===== config.mk =====
export PLATFORM = sky130hd
export DESIGN_NAME = operand_buffer
export DESIGN_NICKNAME = d
export VERILOG_FILES = /design/src/common/mm_pkg.sv /design/src/dma/operand_buffer.sv
export SDC_FILE = /design/constraint.sdc
export NUM_CORES = 1
export LEC_CHECK = 0
export BUFFER_PORTS_ARGS = -buffer_cell sky130_fd_sc_hd__clkbuf_2
export CAP_MARGIN = 20
export CORE_UTILIZATION = 61
export DETAILED_ROUTE_END_ITERATION = 10
export GPL_TIMING_DRIVEN = 0
export PLACE_DENSITY = 0.83
export SLEW_MARGIN = 30
export SYNTH_ARGS = -nofsm -noshare
export SYNTH_HDL_FRONTEND = slang
export SYNTH_SLANG_ARGS = --single-unit

===== constraint.sdc =====
create_clock -name clk -period 7.22 [get_ports clk]
set_input_delay 0 -clock clk [delete_from_list [all_inputs] [get_ports clk]]
set_output_delay 0 -clock clk [all_outputs]
set_load 0.02 [all_outputs]

===== src/common/mm_pkg.sv =====
// shared widths, types and AXI channel structs for the matrix-multiply accelerator
// imported by every RTL module; fixes the array at 4x4 signed 8-bit operands

package mm_pkg;

    // array geometry
    localparam int SA_WIDTH = 4;

    // fixed-point widths with a meaning of their own
    typedef logic [31:0]        addr_t;
    typedef logic [31:0]        data_t;
    typedef logic signed [7:0]  elem_t;
    // four elements, element 0 in the low byte
    typedef logic [31:0]        row_t;
    typedef logic signed [31:0] acc_t;
    typedef logic [1:0]         row_idx_t;
    typedef logic [0:0]         axi_id_t;
    typedef logic [7:0]         axi_len_t;

    // AXI ids and burst shapes
    localparam axi_id_t  ID_A           = 1'b0;
    localparam axi_id_t  ID_B           = 1'b1;
    // len is beats minus one
    localparam axi_len_t BURST_LEN_AB   = 8'd3;
    localparam axi_len_t BURST_LEN_C    = 8'd15;
    localparam logic [2:0] AXI_SIZE_4B  = 3'd2;
    localparam logic [1:0] AXI_BURST_INCR = 2'd1;

    // read address channel, master to slave
    typedef struct packed {
        logic       valid;
        axi_id_t    id;
        addr_t      addr;
        axi_len_t   len;
        logic [2:0] size;
        logic [1:0] burst;
    } axi_ar_t;

    // read data channel, slave to master
    typedef struct packed {
        logic    valid;
        axi_id_t id;
        data_t   data;
        logic    last;
    } axi_r_t;

    // write address channel
    typedef struct packed {
        logic       valid;
        addr_t      addr;
        axi_len_t   len;
        logic [2:0] size;
        logic [1:0] burst;
    } axi_aw_t;

    // write data channel
    typedef struct packed {
        logic       valid;
        data_t      data;
        logic [3:0] strb;
        logic       last;
    } axi_w_t;

    // write response channel
    typedef struct packed {
        logic       valid;
        logic [1:0] resp;
    } axi_b_t;

    // operand buffer write port
    typedef struct packed {
        logic     en;
        row_idx_t row;
        row_t     data;
    } buf_wr_t;

    // result matrix, entry i*4+j
    typedef acc_t [SA_WIDTH*SA_WIDTH-1:0] acc_mat_t;

    typedef enum logic [2:0] {
        IDLE,
        REQ_A,
        REQ_B,
        LOAD,
        COMPUTE,
        REQ_C,
        WRITE_C,
        RESP_C
    } dma_state_e;

endpackage

===== src/dma/operand_buffer.sv =====
// four-row operand store between the DMA and the matrix engine
// one write port fed from AXI read beats, one registered read row per cycle

`timescale 1ns/1ps

module operand_buffer (
    input  logic              clk,
    input  logic              rst_n,
    input  mm_pkg::buf_wr_t   wr_i,
    input  mm_pkg::row_idx_t  rd_row_i,
    output mm_pkg::row_t      rd_data_o
);

    import mm_pkg::*;

    // storage, one word per row
    row_t rows_q [SA_WIDTH];

    // write side, driven by the dma on each accepted beat
    always_ff @(posedge clk) begin
        if (wr_i.en) begin
            rows_q[wr_i.row] <= wr_i.data;
        end
    end

    // read side
    // data shows up the cycle after the row index
    always_ff @(posedge clk) begin
        if (!rst_n) begin
            rd_data_o <= '0;
        end else begin
            rd_data_o <= rows_q[rd_row_i];
        end
    end

endmodule


* Yosys cells after proc, flatten, opt, wreduce, memory -nomap -nowiden
Memories as Yosys holds them, arrays and structs flattened. A register that Yosys moved wholly into a read port is not among the register bits.
Cells that the tools add are included.
** Word-level totals
- Memory bits (writable) :: 128
- Bits in registers :: 0
- Memories :: 1
- Input port bits :: 39
- Output and inout port bits :: 32
** Memory list
- rows_q :: depth 4, bits a word 32, read ports 1, clocked after Yosys merged registers in 1, wr ports 1, RTL line operand_buffer.sv:17 : row_t rows_q [SA_WIDTH];
** Operators by class
- Muxes and demuxes :: 2
- Reductions and logical operators :: 1
** Operators with widths (count)
- $mux 1 :: 2
- $logic_not 1->1 :: 1

* Depth between registers and ports, before layout
- Depth in word-level cells :: 2
- Mapped depth :: 4
- Mapped depth without buffers :: 2

* Least setup slack after synthesis
No wires, ideal clock.
- Path type :: in2reg
- Start point :: in wr_i[33] in the netlist's numbering
- End point :: mem rows_q[0][0] in the netlist's numbering, enable pin
- Data arrival time :: 2.403 ns
- Stages on the path :: 1
- Path slack :: 4.349 ns
- Path buffers :: 0
- Path through :: nor3b_1
** RTL lines
- start: declaration :: RTL line operand_buffer.sv:9 : input mm_pkg::buf_wr_t wr_i,
- end: declaration :: RTL line operand_buffer.sv:17
No word-level cell before the write port.

==> impl_metrics.py <==
metrics = {
    "run_status": {
        "status": "finished clean",
    },
    "global_routing": {
        "grt_pass1_vias": 3206,
        "grt_overflow": 0,
        "grt_max_degree": 21,
        "antenna_found_initial": 0,
        "grt.total_usage_pct": 23.4,
        "grt_pass1_wl_um": 16100,
    },
    "detailed_routing": {
        "drc": 0,
        "ant_nets": 0,
        "via_per_inst": 5.52,
        "wirelength_um": 10400,
        "vias": 2950,
        "dr.pass1.iters": 5,
        "wire_per_inst_um": 19.4,
        "drtIter0Drc": 121,
    },
    "sta": {
        "maxSlewHeadroom_pct": 54.8,
        "holdWs_ns": 0.0344,
        "rsz0062_at_grt": "no",
        "hold_violations": 0,
        "setup_tns_ns": 0,
        "clock.fmax_mhz": 546,
        "tightest_slew_ns": 0.676,
        "finalCriticalPeriod_ns": 1.83,
        "fin_ws_ns": 5.39,
        "report.final.slew_viol_count": 0,
        "min_period_over_period_pct": 25.4,
        "fin_worst_skew_ns": 0.00768,
        "setup_viol": 0,
    },
    "yosys": {
        "syn_avg_cell_area_um2": 20.1,
        "syn_nets": 315,
        "synth_xor_area_share_pct": 0,
        "ys_seq_elements": 160,
        "synth.distinct_cells": 15,
        "synth_simple_gate_area_share_pct": 0.814,
        "synthCells": 276,
        "synthAdderAreaFrac_pct": 0,
        "synth_compound_area_share_pct": 3.62,
        "synthMuxAreaShare_pct": 11.6,
        "synth_top_family_by_area": "multiplexers",
        "synth_area_mm2": 0.00554,
        "synth_seq_area_share_pct": 81.0,
        "yosysWarnings": 0,
    },
    "clock_network": {
        "clkSinkCount": 160,
        "path_clk_slew_ns": 0.06,
        "cts_resized": 0,
        "h-tree-depth": 4,
        "cts_buffers": 17,
        "clockBufferDepth": 2,
        "cts_tree": "done",
        "worstSkewPairLatency_ns": 0.52,
        "root_buffer": "clkbuf_8",
    },
    "finish": {
        "design_area_mm2": 0.00719,
        "syn_to_final_growth_pct": 29.8,
        "post-route-util_pct": 82.0,
        "most-common-layout-cells": "edfxtp_1, clkbuf_2, mux2i_1, dlygate4sd3_1",
        "drive_above_1_share_pct": 28.6,
        "nNetsFinal": 452,
        "layout.cells.non_filler": 534,
        "final_common_cell": "edfxtp_1",
        "antenna_cells": 0,
    },
    "flow_run": {
        "cap_violations": 0,
    },
    "pwr": {
        "power_density_mw_per_mm2": 298,
        "totalPowerFinal_mw": 2.14,
        "p_leak_nw": 2.80,
        "peakVddDrop_uv": 200,
    },
    "placed_design": {
        "post-place-ws_ns": 5.84,
        "dp.cells": 461,
        "io_buffers": 69,
        "gp_congestion": 0.680,
        "hpwl_um": 5800,
        "place_area_mm2": 0.00615,
    },
    "floorplan": {
        "start_util_pct": 63.2,
        "fp.dieH_um": 97.3,
        "ios": 71,
        "fp.dieArea_mm2": 0.00946,
        "die_width_um": 97.3,
        "rows": 34,
        "core_area_mm2": 0.00876,
    },
    "setup_path": {
        "crit_top_cell": "dlygate4sd3_1",
        "critical_path_class": "input pin to register",
        "cp.required_ns": 7.68,
        "cp_data_arrival_time_ns": 2.29,
        "critPathMaxStageDelay_ns": 0.59,
        "cp_slowest_cell": "dlygate4sd3_1",
        "worstSetupStartpointType": "input pin",
        "end_kind": "register",
        "crit_path_cell_trace": "dlygate4sd3_1 -> clkbuf_2 -> or2b_4 -> dlygate4sd3_1 -> o22ai_1 -> dlygate4sd3_1",
        "crit_path_max_fanout": 4,
    },
    "min_path": {
        "hold_class": "input pin to register",
    },
}
## cell usage after synthesis
cell | count | area (µm²)
and3_1 | 1 | 6.26
and3b_1 | 1 | 8.76
buf_12 | 3 | 60.1
buf_6 | 2 | 22.5
buf_8 | 3 | 45.0
clkbuf_1 | 3 | 11.3
clkbuf_8 | 2 | 27.5
dfxtp_1 | 32 | 641
edfxtp_1 | 128 | 3840
mux2i_1 | 64 | 641
nand2_1 | 2 | 7.51
nor2_1 | 1 | 3.75
nor3b_1 | 1 | 7.51
o22ai_1 | 32 | 200
or2b_4 | 1 | 11.3
## repair_timing
action                                 4_1_cts  5_1_grt
hold buffers                                41        0
endpoints found under the hold margin      153        0
setup buffers                                0        0
## registers in the layout, indices dropped and copies added (netlist names)
register / cells
rows_q: 128
rd_data_o: 32
## cell type report
type / count / area, µm²
multi-input combinational: 103 / 901
fill: 459 / 1580
timing repair buffer: 118 / 876
buffer: 13 / 166
clock buffer: 20 / 445
tap: 108 / 135
clock inverter: 12 / 179
sequential: 160 / 4480
## per-layer routing
metal | vias up | track usage [%] | share of wire [%]
li1 | 1382 | - | -
met1 | 1437 | 26.7 | 40
met2 | 114 | 41.7 | 54
met3 | 17 | 6.62 | 4.7
met4 | 0 | 9.28 | 1.5
met5 | - | 0 | 0
## final timing paths
path,start,to,slack (ns),depth (start not counted)
max,rd_row_i[0],rd_data_o[19],5.39,6
min reg2reg,rows_q[1][17],rd_data_o[17],0.51,2
max reg2reg,rows_q[2][19],rd_data_o[19],5.87,3
min,wr_i[34],rows_q[2][27],0.03,3
## report_power, final
group	internal (mW)	switching, mW	leakage, nW
clock	0.582	0.349	0.300
combinational	0.0669	0.0806	1.06
sequential	1.05	0.0142	1.44
## cell families after synthesis
| logic type | Yosys count |
|---|---|
| simple gates | 7 |
| compound gates | 32 |
| mux | 64 |
| flops | 160 |
| buf+inv | 13 |
## worst max-delay path, delay by kind of cell
family	cells	cell delay, ns
AND/OR/NAND/NOR	1	0.28
AO/OA/AOI/OAI	1	0.18
buffers and inverters	4	1.83
Power figures use the tool's default switching activity.
