**src/common/mm_pkg.sv**
```systemverilog
// shared widths, types and AXI channel structs for the matrix-multiply accelerator
// imported by every RTL module; fixes the array at 4x4 signed 8-bit operands

package mm_pkg;

    // array geometry
    localparam int SA_WIDTH = 4;

    // fixed-point widths with a meaning of their own
    typedef logic [31:0]        addr_t;
    typedef logic [31:0]        data_t;
    typedef logic signed [7:0]  elem_t;
    // four elements, element 0 in the low byte
    typedef logic [31:0]        row_t;
    typedef logic signed [31:0] acc_t;
    typedef logic [1:0]         row_idx_t;
    typedef logic [0:0]         axi_id_t;
    typedef logic [7:0]         axi_len_t;

    // AXI ids and burst shapes
    localparam axi_id_t  ID_A           = 1'b0;
    localparam axi_id_t  ID_B           = 1'b1;
    // len is beats minus one
    localparam axi_len_t BURST_LEN_AB   = 8'd3;
    localparam axi_len_t BURST_LEN_C    = 8'd15;
    localparam logic [2:0] AXI_SIZE_4B  = 3'd2;
    localparam logic [1:0] AXI_BURST_INCR = 2'd1;

    // read address channel, master to slave
    typedef struct packed {
        logic       valid;
        axi_id_t    id;
        addr_t      addr;
        axi_len_t   len;
        logic [2:0] size;
        logic [1:0] burst;
    } axi_ar_t;

    // read data channel, slave to master
    typedef struct packed {
        logic    valid;
        axi_id_t id;
        data_t   data;
        logic    last;
    } axi_r_t;

    // write address channel
    typedef struct packed {
        logic       valid;
        addr_t      addr;
        axi_len_t   len;
        logic [2:0] size;
        logic [1:0] burst;
    } axi_aw_t;

    // write data channel
    typedef struct packed {
        logic       valid;
        data_t      data;
        logic [3:0] strb;
        logic       last;
    } axi_w_t;

    // write response channel
    typedef struct packed {
        logic       valid;
        logic [1:0] resp;
    } axi_b_t;

    // operand buffer write port
    typedef struct packed {
        logic     en;
        row_idx_t row;
        row_t     data;
    } buf_wr_t;

    // result matrix, entry i*4+j
    typedef acc_t [SA_WIDTH*SA_WIDTH-1:0] acc_mat_t;

    typedef enum logic [2:0] {
        IDLE,
        REQ_A,
        REQ_B,
        LOAD,
        COMPUTE,
        REQ_C,
        WRITE_C,
        RESP_C
    } dma_state_e;

endpackage
```
**src/dma/dma_engine.sv**
```systemverilog
// DMA control for the accelerator
// reads A^T and B with two AXI4 bursts (ids 0 and 1), fills both operand buffers,
// starts the matrix engine, then writes the 16-word result in one burst

`timescale 1ns/1ps

module dma_engine (
    input  logic               clk,
    input  logic               rst_n,

    // run control
    input  logic               start_i,
    input  mm_pkg::addr_t      mat_a_addr_i,
    input  mm_pkg::addr_t      mat_b_addr_i,
    input  mm_pkg::addr_t      mat_c_addr_i,
    output logic               done_o,

    // AXI4 master
    output mm_pkg::axi_ar_t    ar_o,
    input  logic               ar_ready_i,
    input  mm_pkg::axi_r_t     r_i,
    output logic               r_ready_o,
    output mm_pkg::axi_aw_t    aw_o,
    input  logic               aw_ready_i,
    output mm_pkg::axi_w_t     w_o,
    input  logic               w_ready_i,
    input  mm_pkg::axi_b_t     b_i,
    output logic               b_ready_o,

    // operand buffer writes
    output mm_pkg::buf_wr_t    buf_a_wr_o,
    output mm_pkg::buf_wr_t    buf_b_wr_o,

    // matrix engine
    output logic               mm_start_o,
    input  logic               mm_done_i,
    input  mm_pkg::acc_mat_t   result_i
);

    import mm_pkg::*;

    dma_state_e state_q;
    dma_state_e state_n;

    // rows landed per buffer, 0..4
    logic [2:0] cnt_a_q;
    logic [2:0] cnt_b_q;
    // write beat index, row-major into result_i
    logic [3:0] beat_q;

    // handshakes
    logic ar_hs;
    logic r_hs;
    logic aw_hs;
    logic w_hs;
    logic b_hs;

    // both buffers full
    logic load_done;
    logic last_beat;

    assign ar_hs = ar_o.valid && ar_ready_i;
    assign r_hs  = r_i.valid && r_ready_o;
    assign aw_hs = aw_o.valid && aw_ready_i;
    assign w_hs  = w_o.valid && w_ready_i;
    assign b_hs  = b_i.valid && b_ready_o;

    assign load_done = (cnt_a_q == 3'(SA_WIDTH)) && (cnt_b_q == 3'(SA_WIDTH));
    assign last_beat = ({4'd0, beat_q} == BURST_LEN_C);

    // next state
    always_comb begin
        state_n = state_q;
        case (state_q)
            IDLE:    if (start_i) state_n = REQ_A;
            REQ_A:   if (ar_hs) state_n = REQ_B;
            REQ_B:   if (ar_hs) state_n = LOAD;
            LOAD:    if (load_done) state_n = COMPUTE;
            COMPUTE: if (mm_done_i) state_n = REQ_C;
            REQ_C:   if (aw_hs) state_n = WRITE_C;
            WRITE_C: if (w_hs && last_beat) state_n = RESP_C;
            RESP_C:  if (b_hs) state_n = IDLE;
            default: state_n = IDLE;
        endcase
    end

    // read address, one request per state
    always_comb begin
        ar_o       = '0;
        ar_o.valid = (state_q == REQ_A) || (state_q == REQ_B);
        ar_o.id    = (state_q == REQ_B) ? ID_B : ID_A;
        ar_o.addr  = (state_q == REQ_B) ? mat_b_addr_i : mat_a_addr_i;
        ar_o.len   = BURST_LEN_AB;
        ar_o.size  = AXI_SIZE_4B;
        ar_o.burst = AXI_BURST_INCR;
    end

    // beats may interleave, only accepted during LOAD
    assign r_ready_o = (state_q == LOAD);

    // steer each beat by RID into the next free row of its buffer
    always_comb begin
        buf_a_wr_o      = '0;
        buf_a_wr_o.en   = r_hs && (r_i.id == ID_A);
        buf_a_wr_o.row  = cnt_a_q[1:0];
        buf_a_wr_o.data = r_i.data;
        buf_b_wr_o      = '0;
        buf_b_wr_o.en   = r_hs && (r_i.id == ID_B);
        buf_b_wr_o.row  = cnt_b_q[1:0];
        buf_b_wr_o.data = r_i.data;
    end

    // one cycle, the cycle after the last beat lands
    assign mm_start_o = (state_q == LOAD) && load_done;

    // result write address
    always_comb begin
        aw_o       = '0;
        aw_o.valid = (state_q == REQ_C);
        aw_o.addr  = mat_c_addr_i;
        aw_o.len   = BURST_LEN_C;
        aw_o.size  = AXI_SIZE_4B;
        aw_o.burst = AXI_BURST_INCR;
    end

    // result beats, C[i][j] at beat i*4+j
    always_comb begin
        w_o       = '0;
        w_o.valid = (state_q == WRITE_C);
        w_o.data  = data_t'(result_i[beat_q]);
        w_o.strb  = '1;
        w_o.last  = last_beat;
    end

    assign b_ready_o = (state_q == RESP_C);

    // state, counters and done pulse
    always_ff @(posedge clk) begin
        if (!rst_n) begin
            state_q <= IDLE;
            cnt_a_q <= '0;
            cnt_b_q <= '0;
            beat_q  <= '0;
            done_o  <= 1'b0;
        end else begin
            state_q <= state_n;
            // high the cycle after B
            done_o  <= b_hs;
            if (state_q == IDLE && start_i) begin
                cnt_a_q <= '0;
                cnt_b_q <= '0;
                beat_q  <= '0;
            end
            if (buf_a_wr_o.en) begin
                cnt_a_q <= cnt_a_q + 1'b1;
            end
            if (buf_b_wr_o.en) begin
                cnt_b_q <= cnt_b_q + 1'b1;
            end
            // moves only on accepted beats
            if (w_hs) begin
                beat_q <= beat_q + 1'b1;
            end
        end
    end

endmodule

```
**config.mk**
```make
export PLATFORM = sky130hd
export DESIGN_NAME = dma_engine
export DESIGN_NICKNAME = d
export VERILOG_FILES = /design/src/common/mm_pkg.sv /design/src/dma/dma_engine.sv
export SDC_FILE = /design/constraint.sdc
export NUM_CORES = 1
export LEC_CHECK = 0
export BUFFER_PORTS_ARGS = -buffer_cell sky130_fd_sc_hd__buf_2
export CORE_AREA = 5 5 333 335
export DETAILED_ROUTE_END_ITERATION = 7
export DIE_AREA = 0 0 338 340
export GPL_TIMING_DRIVEN = 0
export MAX_ROUTING_LAYER = met4
export SLEW_MARGIN = 25
export SYNTH_ARGS = -nofsm -noshare
export SYNTH_HDL_FRONTEND = slang
export SYNTH_SLANG_ARGS = --single-unit
```
**constraint.sdc**
```tcl
create_clock -name clk -period 2.9 [get_ports clk]
set_input_delay 0.58 -clock clk [delete_from_list [all_inputs] [get_ports clk]]
set_output_delay 0.58 -clock clk [all_outputs]
set_load 0.1 [all_outputs]
```
-- Word level (Yosys, flattened, before mapping)
Index checks and enable logic that the tools add are counted.
- add/subtract/negate cells: 3
- multiply operators: 0
- div/mod/pow operators: 0
- $lt $le $gt $ge: 1
- equality and inequality tests: 18
- shift-type cells: 0
- mux-type cells: 18
- bitwise logic cells: 1
- reduce and logical (&&, ||, !) cells: 17
- operators with widths (cell ; count):
    binary-select mux 32 bit (select 4 bit) ; 1
    2-to-1 mux 32 bit ; 2
    2-to-1 mux 3 bit ; 11
    one-hot mux 3 bit (8 select lines) ; 1
    == test 3 bit, second input constant ; 6
    logical AND 1 bit ; 11
    2-to-1 mux 4 bit ; 2
    != test 2 x 1 -> 1 bit, second input constant ; 4
    != test 2 bit, second input constant ; 4
    AND reduction 8 bit ; 1
    adder 3 x 1 -> 3 bit, second input constant ; 2
    == test 3 x 2 -> 1 bit, second input constant ; 2
    nonzero test 2 bit ; 3
    less-than comparator 4 x 5 -> 1 bit, second input constant ; 1
    adder 4 x 1 -> 4 bit, second input constant ; 1
    == test 4 bit, second input constant ; 1
    == test 3 x 1 -> 1 bit, second input constant ; 1
    zero test 3 bit ; 1
    logical OR 1 bit ; 1
    2-to-1 mux 1 bit ; 1
    inverter 1 bit ; 1
- register bits after elaboration: 14
- latch bits: 0
- bits in writable memories: 0
- ROM bits: 0
- bits of input ports: 653
- output and inout bits: 205
- logic and storage cells: 63
- memories: 0

-- Logic depth before layout (Yosys ltp)
Gate-level depths: netlist (run 1).
- depth after elaboration: 5
- mapped depth: 7
- mapped depth without buffers: 6

-- Least setup slack after synthesis (run 1)
Ideal clock, no wire load.
- path kind: flip-flop to output port
- start: register beat_q[1]
- end: output port w_o[12] (netlist name)
- arrival: 2.759 ns
- required time: 2.320 ns
- path slack: -0.439 ns
- cell stages (with the launch flop): 7
- path buffers: 4
- cells stage by stage: dfxtp_1 > buf_2 > buf_2 > buf_2 > clkbuf_1 > a211oi_1 > a21oi_1
- RTL lines (element ; line ; source):
    from (decl) ; dma_engine.sv:49 ; logic [3:0] beat_q;
    from (signal assigned) ; dma_engine.sv:162 ; beat_q <= beat_q + 1'b1;
    to (decl) ; dma_engine.sv:25 ; output mm_pkg::axi_w_t w_o,

==> results of run 1 <==
## flip-flops by register name (all words and copies together) (netlist names)
signal   flops
beat_q       4
done_o       1
state_q      3
cnt_a_q      3
cnt_b_q      3
## layer usage
| layer | vias to the layer above | global-route usage (%) | wire, um |
|---|---|---|---|
| met5 | - | - | 0 |
| met4 | 0 | 1.86 | 1860 |
| met3 | 122 | 7.13 | 11000 |
| met2 | 730 | 21.5 | 36700 |
| met1 | 4440 | 17.6 | 35300 |
| li1 | 3925 | - | - |
## per-stage QoR
step	cell area, um2	hold slack (ns)
2_1_floorplan	6550	0.472
3_3_place_gp	12100	0.493
3_5_place_dp	12200	0.490
4_1_cts	13900	0.506
5_1_grt	14400	0.560
6_report	14500	0.506
## where the power goes
| group | total [mW] | switching [mW] | internal (mW) |
|---|---|---|---|
| Sequential | 0.203 | 0.00653 | 0.196 |
| Clock | 0.307 | 0.0970 | 0.210 |
| Combinational | 2.49 | 1.70 | 0.794 |
## layout make-up
class                           count  area [um2]
Tap cell                         1414        1770
Clock buffer                        4        88.8
Fill cell                       12360       93300
Inverter                            6        22.5
Antenna cell                       78         195
Timing Repair Buffer              817        5080
Sequential cell                    14         284
Buffer                            188        1750
Multi-Input combinational cell    392        5270
## cell usage after synthesis (all sizes together), types with 2 or more instances
| cell type | instances | area share [%] |
|---|---|---|
| a21oi | 40 | 3.2 |
| nor3b | 2 | 0.32 |
| nand4b | 2 | 0.28 |
| and3b | 3 | 0.42 |
| conb | 2 | 0.12 |
| buf | 171 | 20 |
| and3 | 4 | 0.40 |
| o211ai | 2 | 0.24 |
| mux4 | 129 | 46 |
| ha | 5 | 0.99 |
| mux2 | 33 | 5.9 |
| and2 | 3 | 0.30 |
| clkbuf | 17 | 1.0 |
| nor2 | 14 | 0.83 |
| and4 | 2 | 0.28 |
| a211oi | 32 | 3.8 |
| mux2i | 36 | 5.7 |
| dfxtp | 14 | 4.4 |
| xnor2 | 2 | 0.28 |
| nand2 | 6 | 0.36 |
| inv | 6 | 0.36 |
| nor2b | 32 | 3.2 |
| nand3 | 4 | 0.32 |
| o21ai | 3 | 0.24 |
## worst max-delay path by stage
stage / from / to / slack [ns] / depth (start not counted)
CTS: beat_q[0]$_SDFFE_PN0P_ / w_o[5] / -0.22 / 9
detailed placement: beat_q[1]$_SDFFE_PN0P_ / w_o[35] / -1.63 / 7
global placement: beat_q[1]$_SDFFE_PN0P_ / w_o[35] / -1.89 / 7
global route: beat_q[0]$_SDFFE_PN0P_ / w_o[17] / -0.19 / 8
finish: beat_q[0]$_SDFFE_PN0P_ / w_o[25] / -0.17 / 7
floorplan: beat_q[1]$_SDFFE_PN0P_ / w_o[12] / 0.18 / 6
## logic make-up (layout without fill, tap and decap cells)
group	count (synthesis)	after routing	share of synthesized area, %
AO/OA/AOI/OAI	81	81	7.96
XOR/XNOR	3	3	0.416
adder cells (fa/ha/maj)	5	5	0.990
buffers and inverters	194	1015	21.5
flip-flops	14	14	4.43
multiplexers	198	198	57.5
other	2	108	0.119
AND/OR/NAND/NOR	75	75	7.03
## critical path, delay by kind of cell, from the launching register on
| kind | cells | cell delay, ns |
|---|---|---|
| mux | 1 | 0.63 |
| compound gates | 2 | 0.50 |
| flops | 1 | 0.38 |
| buf+inv | 4 | 0.69 |
## repair_timing
action,CTS,global route
endpoints found under the setup margin,65,38
setup buffers,36,15
gates cloned,8,0
pin swaps,18,29
gates resized for setup,266,56
hold buffers,0,0
==> impl_metrics.csv, run 1 <==
group,metric,value,unit
global_route,grt_max_degree,11,
route,dr.first_iter.drc_count,445,
worst_setup_path,arrival,2.49,ns
outcome,status,"finished with violations",
power,p_total,3.00,mW
global_route,grt_overflow,0,
timing,hold_viol_final,0,
timing,min_period,3.07,ns
worst_setup_path,slowest_delay,0.63,ns
timing,max_slew_margin,31.5,%
timing,slew_viol_final,0,
synth,synth_cell_types,36,
global_route,grt_antenna_before_repair,118,
synth,async_reset_ff_share,0,%
worst_setup_path,critPathKind,"flip-flop to primary output",
power,cellLeakagePower,6.16,nW
worst_setup_path,path_max_fanout,7,
clocking,clk_pin_slew,0.05,ns
die,dieArea,115000,um2
final_layout,drive_above_1_share,87.7,%
synth,syn_inst,572,
clocking,cts_buffers,3,
place,port_buffers,760,
route,first_pass_iters,4,
outcome,violations,"negative setup slack",
route,wl,84800,um
place,dpl_worst_slack,-1.63,ns
synth,synth_edf_count,0,
clocking,clk_latency,0.25,ns
die,chipWidth,338,um
clocking,h-tree-depth,1,
clocking,cts.sinks,14,
clocking,cts_tree,"yes",
power,power.density,208,nW/um2
final_layout,synthToLayoutAreaGrowth,129,%
die,start_util,5.87,%
place,gp_congestion,0.856,
place,hpwl,74000,um
worst_setup_path,r2r-start,"state_q[2]$_SDFFE_PN0P_",
global_route,grt_pass1_wl,102000,um
place,dp_cells,2776,
die,die_h,340,um
global_route,grt_usage,14.3,%
synth,yosysWarnings,0,
worst_setup_path,slowest_stage,"mux4_2",
synth,ys_ff_latch,14,
synth,synth_seq_area_share,4.43,%
hold_path,holdPathStages,2,
die,io_pins,858,
final_layout,layout_commonest_cell,"buf_2",
timing,setup_viol,30,
timing,rsz0062_at_grt,"yes",
timing,setup-tns-final,-1.78,ns
run,max-cap-violations,0,
power,vdd.ir_drop.worst,210,uV
worst_setup_path,r2r-end,"beat_q[2]$_SDFFE_PN0P_",
synth,synthesis.area,6320,um2
worst_setup_path,cp-end-kind,"primary output",
timing,achievable-frequency,326,MHz
die,core_area,108000,um2
hold_path,holdPathEnd,"cnt_b_q[2]$_SDFFE_PN0P_",
final_layout,final_cell_mix,"buf_2, buf_4, mux4_2, buf_12, mux2_2",
hold_path,hold_class,"flip-flop to flip-flop",
worst_setup_path,crit_required,2.32,ns
synth,synth.avg_cell_area,11.1,um2
final_layout,nets,2080,
worst_setup_path,start_kind,"flip-flop",
timing,finClkSkew,0.00154,ns
timing,worst_slack,-0.170,ns
route,drc,0,
worst_setup_path,r2r_cells,5,
route,routedWlPerCell,29.1,um
final_layout,finalNonFillerCells,2913,
die,std_cell_rows,121,
global_route,grt_pass1_vias,9369,
route,ant_nets,0,
timing,fin_crit_sh,106,%
worst_setup_path,crit_chain,"buf_12 -> buf_16 -> buf_16 -> mux4_2 -> a211oi_4 -> a21oi_2 -> buf_12",
synth,synth_ff_type,"dfxtp_1",
hold_path,hp-start,"cnt_b_q[2]$_SDFFE_PN0P_",
worst_setup_path,r2r_slack,1.13,ns
timing,max_slew.worst_pin.slew,1.03,ns
route,vias,9217,
clocking,cts_buffer_depth,2,
route,drt-vias-per-instance,3.16,
clocking,clock-root-buffer,"clkbuf_16",
final_layout,final_util,13.4,%
Note: power is estimated with default switching activity, not from simulation.
==> inputs of run 2 (changes only) <==
--- a/config.mk
+++ b/config.mk
@@ -7,6 +7,7 @@
 export LEC_CHECK = 0
 export BUFFER_PORTS_ARGS = -buffer_cell sky130_fd_sc_hd__buf_2
 export CORE_AREA = 5 5 333 335
+export CTS_BUF_LIST = sky130_fd_sc_hd__clkbuf_16
 export DETAILED_ROUTE_END_ITERATION = 7
 export DIE_AREA = 0 0 338 340
 export GPL_TIMING_DRIVEN = 0
==> impl_metrics.csv, run 2 (synthesis results as in run 1) <==
group,metric,value,unit
power,p_total,2.98,mW
die,std_cell_rows,121,
clocking,clock-root-buffer,"clkbuf_16",
clocking,cts.sinks,14,
final_layout,finalNonFillerCells,2913,
timing,max_slew_margin,31.5,%
timing,hold_viol_final,0,
clocking,cts_buffer_depth,2,
die,io_pins,858,
final_layout,synthToLayoutAreaGrowth,128,%
timing,max_slew.worst_pin.slew,1.03,ns
route,wl,84800,um
timing,finClkSkew,0.00157,ns
final_layout,final_util,13.4,%
final_layout,layout_commonest_cell,"buf_2",
final_layout,drive_above_1_share,87.6,%
place,hpwl,74000,um
final_layout,largest_register_ff_count,4,
worst_setup_path,arrival,2.49,ns
die,start_util,5.87,%
timing,slew_viol_final,0,
worst_setup_path,crit_required,2.32,ns
global_route,grt_antenna_before_repair,118,
place,dp_cells,2776,
global_route,grt_max_degree,11,
timing,setup_viol,30,
outcome,status,"finished with violations",
timing,achievable-frequency,326,MHz
die,dieArea,115000,um2
clocking,clk_latency,0.25,ns
hold_path,hold_class,"flip-flop to flip-flop",
route,vias,9203,
outcome,violations,"negative setup slack",
route,dr.first_iter.drc_count,449,
final_layout,num-fill-cells,12360,
clocking,clk_pin_slew,0.05,ns
worst_setup_path,cp-end-kind,"primary output",
die,die_h,340,um
place,port_buffers,760,
global_route,grt_usage,14.3,%
route,routedWlPerCell,29.1,um
global_route,grt_pass1_vias,9363,
clocking,cts_buffers,3,
power,vdd.ir_drop.worst,191,uV
route,ant_nets,0,
power,cellLeakagePower,6.15,nW
power,power.density,206,nW/um2
final_layout,final_cell_mix,"buf_2, buf_4, mux4_2, buf_12, mux2_2",
global_route,grt_pass1_wl,102000,um
final_layout,nets,2080,
route,drc,0,
timing,min_period,3.07,ns
place,gp_congestion,0.856,
die,core_area,108000,um2
timing,fin_crit_sh,106,%
worst_setup_path,critPathKind,"flip-flop to primary output",
clocking,cts_tree,"yes",
worst_setup_path,start_kind,"flip-flop",
die,chipWidth,338,um
clocking,h-tree-depth,1,
route,first_pass_iters,5,
final_layout,regMostFlops,"beat_q",
global_route,grt_overflow,0,
route,drt-vias-per-instance,3.16,
timing,rsz0062_at_grt,"yes",
clocking,holdBufCountCts,0,
worst_setup_path,path_max_fanout,7,
timing,worst_slack,-0.172,ns
run,max-cap-violations,0,
[run 2: area by class of cell]
type | instances | area (um2) | share of cell area, %
Multi-Input combinational cell | 392 | 5270 | 36.5
Sequential cell | 14 | 284 | 1.97
Clock inverter | 1 | 3.75 | 0.0260
Buffer | 188 | 1750 | 12.1
Timing Repair Buffer | 817 | 5070 | 35.1
Antenna cell | 78 | 195 | 1.35
Inverter | 6 | 22.5 | 0.156
Clock buffer | 3 | 75.1 | 0.520
Tap cell | 1414 | 1770 | 12.2
[run 2: layer usage]
metal,up-vias,GRT usage [%],wire length (um)
met5,-,-,0
met3,124,7.13,11200
met2,736,21.5,36600
met1,4416,17.6,35100
met4,0,1.86,1890
li1,3927,-,-
[run 2: per-stage QoR]
stage	hold slack (ns)	cell area, um2	setup TNS (ns)	worst slack (ns)
finish	0.505	14400	-1.83	-0.172
global route	0.559	14400	-3.66	-0.190
CTS	0.506	13900	-3.07	-0.218
detailed placement	0.490	12200	-40.35	-1.63
global placement	0.493	12100	-40.16	-1.89
floorplan	0.472	6550	0	0.175
[run 2: where the power goes]
group / switching (mW) / internal [mW] / total (mW)
clock network: 0.0982 / 0.184 / 0.282
registers: 0.00629 / 0.196 / 0.203
logic: 1.70 / 0.793 / 2.49
total: 1.80 / 1.17 / 2.98
[run 2: path summary, 6_finish.rpt]
path / from / end / slack [ns] / cells past startpoint
min: cnt_b_q[2]$_SDFFE_PN0P_ / cnt_b_q[2]$_SDFFE_PN0P_ / 0.50 / 2
max: beat_q[0]$_SDFFE_PN0P_ / w_o[25] / -0.17 / 7
max reg2reg: state_q[1]$_SDFFE_PN0P_ / beat_q[2]$_SDFFE_PN0P_ / 1.13 / 6
min reg2reg: cnt_b_q[2]$_SDFFE_PN0P_ / cnt_b_q[2]$_SDFFE_PN0P_ / 0.50 / 2
[run 2: repair_timing]
action | CTS | global route
pin swaps | 18 | 29
resized for setup | 266 | 54
endpoints found under the setup margin | 65 | 36
buffers inserted | 36 | 15
gates cloned | 8 | 0
[run 2: worst max-delay path, stage by stage (launching register included)]
cell	delay (ns)
dfxtp_4	0.38
buf_12	0.17
buf_16	0.17
buf_16	0.16
mux4_2	0.63
a211oi_4	0.42
a21oi_2	0.08
buf_12	0.19
==> inputs of run 3 (changes only) <==
--- a/config.mk
+++ b/config.mk
@@ -6,12 +6,16 @@
 export NUM_CORES = 1
 export LEC_CHECK = 0
 export BUFFER_PORTS_ARGS = -buffer_cell sky130_fd_sc_hd__buf_2
-export CORE_AREA = 5 5 333 335
+export CELL_PAD_IN_SITES_DETAIL_PLACEMENT = 0
+export CELL_PAD_IN_SITES_GLOBAL_PLACEMENT = 1
+export CORE_AREA = 5 5 331 333
 export CTS_BUF_LIST = sky130_fd_sc_hd__clkbuf_16
 export DETAILED_ROUTE_END_ITERATION = 7
-export DIE_AREA = 0 0 338 340
+export DIE_AREA = 0 0 336 338
 export GPL_TIMING_DRIVEN = 0
 export MAX_ROUTING_LAYER = met4
+export PLACE_DENSITY_LB_ADDON = 0.1
+export SETUP_SLACK_MARGIN = 0.1
 export SLEW_MARGIN = 25
 export SYNTH_ARGS = -nofsm -noshare
 export SYNTH_HDL_FRONTEND = slang
==> impl_metrics.csv, run 3 (synthesis results as in run 1) <==
group,metric,value,unit
place,port_buffers,760,
route,wl,68300,um
route,ant_nets,0,
final_layout,nets,2074,
clocking,clock-root-buffer,"clkbuf_16",
global_route,grt_pass1_wl,83800,um
die,dieArea,114000,um2
global_route,grt_antenna_before_repair,21,
final_layout,multi_input_area,5230,um2
power,p_total,2.93,mW
die,core_area,106000,um2
final_layout,drive_above_1_share,88.1,%
timing,max_slew.worst_pin.slew,1.06,ns
power,netSwitchingPower,1.76,mW
die,std_cell_rows,120,
power,pwr-share-seq,6.9,%
final_layout,layout_commonest_cell,"buf_2",
power,switching_share,60.1,%
worst_setup_path,start_kind,"flip-flop",
die,die_h,338,um
timing,worst_slack,-0.0648,ns
die,chipWidth,336,um
clocking,clk_latency,0.25,ns
worst_setup_path,slowest_stage,"mux4_2",
place,gp_congestion,0.791,
global_route,grt_overflow,0,
power,cellLeakagePower,6.14,nW
power,internal_power,1.17,mW
final_layout,fin_area,14200,um2
worst_setup_path,critPathTopFamily,"multiplexers",
final_layout,largest_register_ff_count,4,
clocking,holdBufCountCts,0,
final_layout,seqCellArea,284,um2
worst_setup_path,path_max_fanout,8,
clocking,clk_pin_slew,0.06,ns
timing,finClkSkew,0.00401,ns
timing,min_period,2.96,ns
place,dp_cells,2763,
worst_setup_path,arrival,2.38,ns
global_route,grt_usage,11.3,%
route,routedWlPerCell,24.1,um
die,start_util,5.95,%
die,io_pins,858,
clocking,h-tree-depth,1,
worst_setup_path,slowest_delay,0.54,ns
route,vias,8391,
timing,slew_viol_final,0,
power,vdd.ir_drop.worst,150,uV
route,drt-vias-per-instance,2.96,
clocking,cts_buffers,3,
final_layout,final_cell_mix,"buf_2, buf_4, mux4_2, buf_12, mux2_2",
final_layout,finalNonFillerCells,2831,
timing,hold_viol_final,0,
power,power_frac_comb,83.4,%
clocking,cts_buffer_depth,2,
place,dpl_worst_slack,-1.52,ns
run,max-cap-violations,0,
power,clkPwrFrac,9.7,%
timing,rsz0062_at_grt,"yes",
outcome,violations,"negative setup slack",
route,first_pass_iters,4,
worst_setup_path,crit_required,2.32,ns
timing,max_slew_margin,29.5,%
worst_setup_path,crit_chain,"buf_12 -> buf_16 -> buf_16 -> mux4_2 -> mux2i_4 -> a21oi_4 -> buf_12",
worst_setup_path,critPathKind,"flip-flop to primary output",
route,drc,0,
global_route,grt_pass1_vias,8958,
worst_setup_path,crit_buf_inv,4,
timing,setup_viol,6,
worst_setup_path,cp-end-kind,"primary output",
power,power.density,206,nW/um2
final_layout,synthToLayoutAreaGrowth,124,%
timing,achievable-frequency,337,MHz
route,dr.first_iter.drc_count,287,
outcome,status,"finished with violations",
hold_path,hold_class,"flip-flop to flip-flop",
place,postPlaceCellArea,12100,um2
final_layout,num-fill-cells,12307,
clocking,cts_tree,"yes",
timing,fin_crit_sh,102,%
final_layout,regMostFlops,"beat_q",
global_route,grt_max_degree,11,
place,hpwl,58500,um
clocking,cts.sinks,14,
-- run 3: changes by cell type in the layout (fill, tap and decap cells not counted), sizes merged --
cell and change:
diode -65, clkbuf -1, buf -5
-- run 3: layout make-up --
class	instances	share of cell area [%]
buffer	188	12.8
clock inverter	1	0.0265
multi-input combinational	392	36.9
antenna	13	0.229
tap	1403	12.4
clock buffer	3	0.529
inverter	6	0.159
timing repair buffer	811	35.1
sequential	14	2.00
-- run 3: path summary, 6_finish.rpt --
path / from / to / slack, ns / depth (start not counted)
max reg2reg: state_q[1]$_SDFFE_PN0P_ / beat_q[2]$_SDFFE_PN0P_ / 1.12 / 6
min: cnt_b_q[2]$_SDFFE_PN0P_ / cnt_b_q[2]$_SDFFE_PN0P_ / 0.51 / 2
max: beat_q[0]$_SDFFE_PN0P_ / w_o[5] / -0.06 / 7
min reg2reg: cnt_b_q[2]$_SDFFE_PN0P_ / cnt_b_q[2]$_SDFFE_PN0P_ / 0.51 / 2
-- run 3: per-stage QoR --
step	setup TNS [ns]	utilization, %	hold WS [ns]
finish	-0.149	13.3	0.511
global route	-2.15	13.3	0.542
CTS	-0.881	12.8	0.518
detailed placement	-38.98	11.4	0.499
global placement	-38.19	11.4	0.499
floorplan	0	-	0.472
-- run 3: timing repair --
| item | CTS | global route |
|---|---|---|
| pin swaps | 19 | 27 |
| setup buffers | 28 | 18 |
| hold endpoints to repair | 0 | 0 |
| cloned | 3 | 2 |
| endpoints found under the setup margin | 64 | 32 |
| resized for setup | 254 | 65 |
-- run 3: metal layers --
metal,share of wire [%],vias to the layer above,GRT usage (%),routed length [um]
met3,6.4,16,2.12,4380
met2,53,453,20.9,36400
li1,-,3821,-,-
met5,0,-,-,0
met4,0.43,0,0.583,293
met1,40,4101,13.4,27200
-- run 3: worst min-delay path, delay by kind of cell, from the launching register on --
| kind | cells | cell delay (ns) |
|---|---|---|
| flip-flops | 1 | 0.33 |
| AND/OR/NAND/NOR | 1 | 0.07 |
| XOR/XNOR | 1 | 0.08 |
-- run 3: power groups by stage --
stage          Sequential [mW]  Clock [mW]  Combinational [mW]
6_report                 0.203       0.283                2.44
3_5_place_dp             0.207           0                2.34
4_1_cts                  0.203       0.302                2.43
3_3_place_gp             0.208           0                2.34
2_1_floorplan            0.205           0                1.69
5_1_grt                  0.204       0.310                2.54
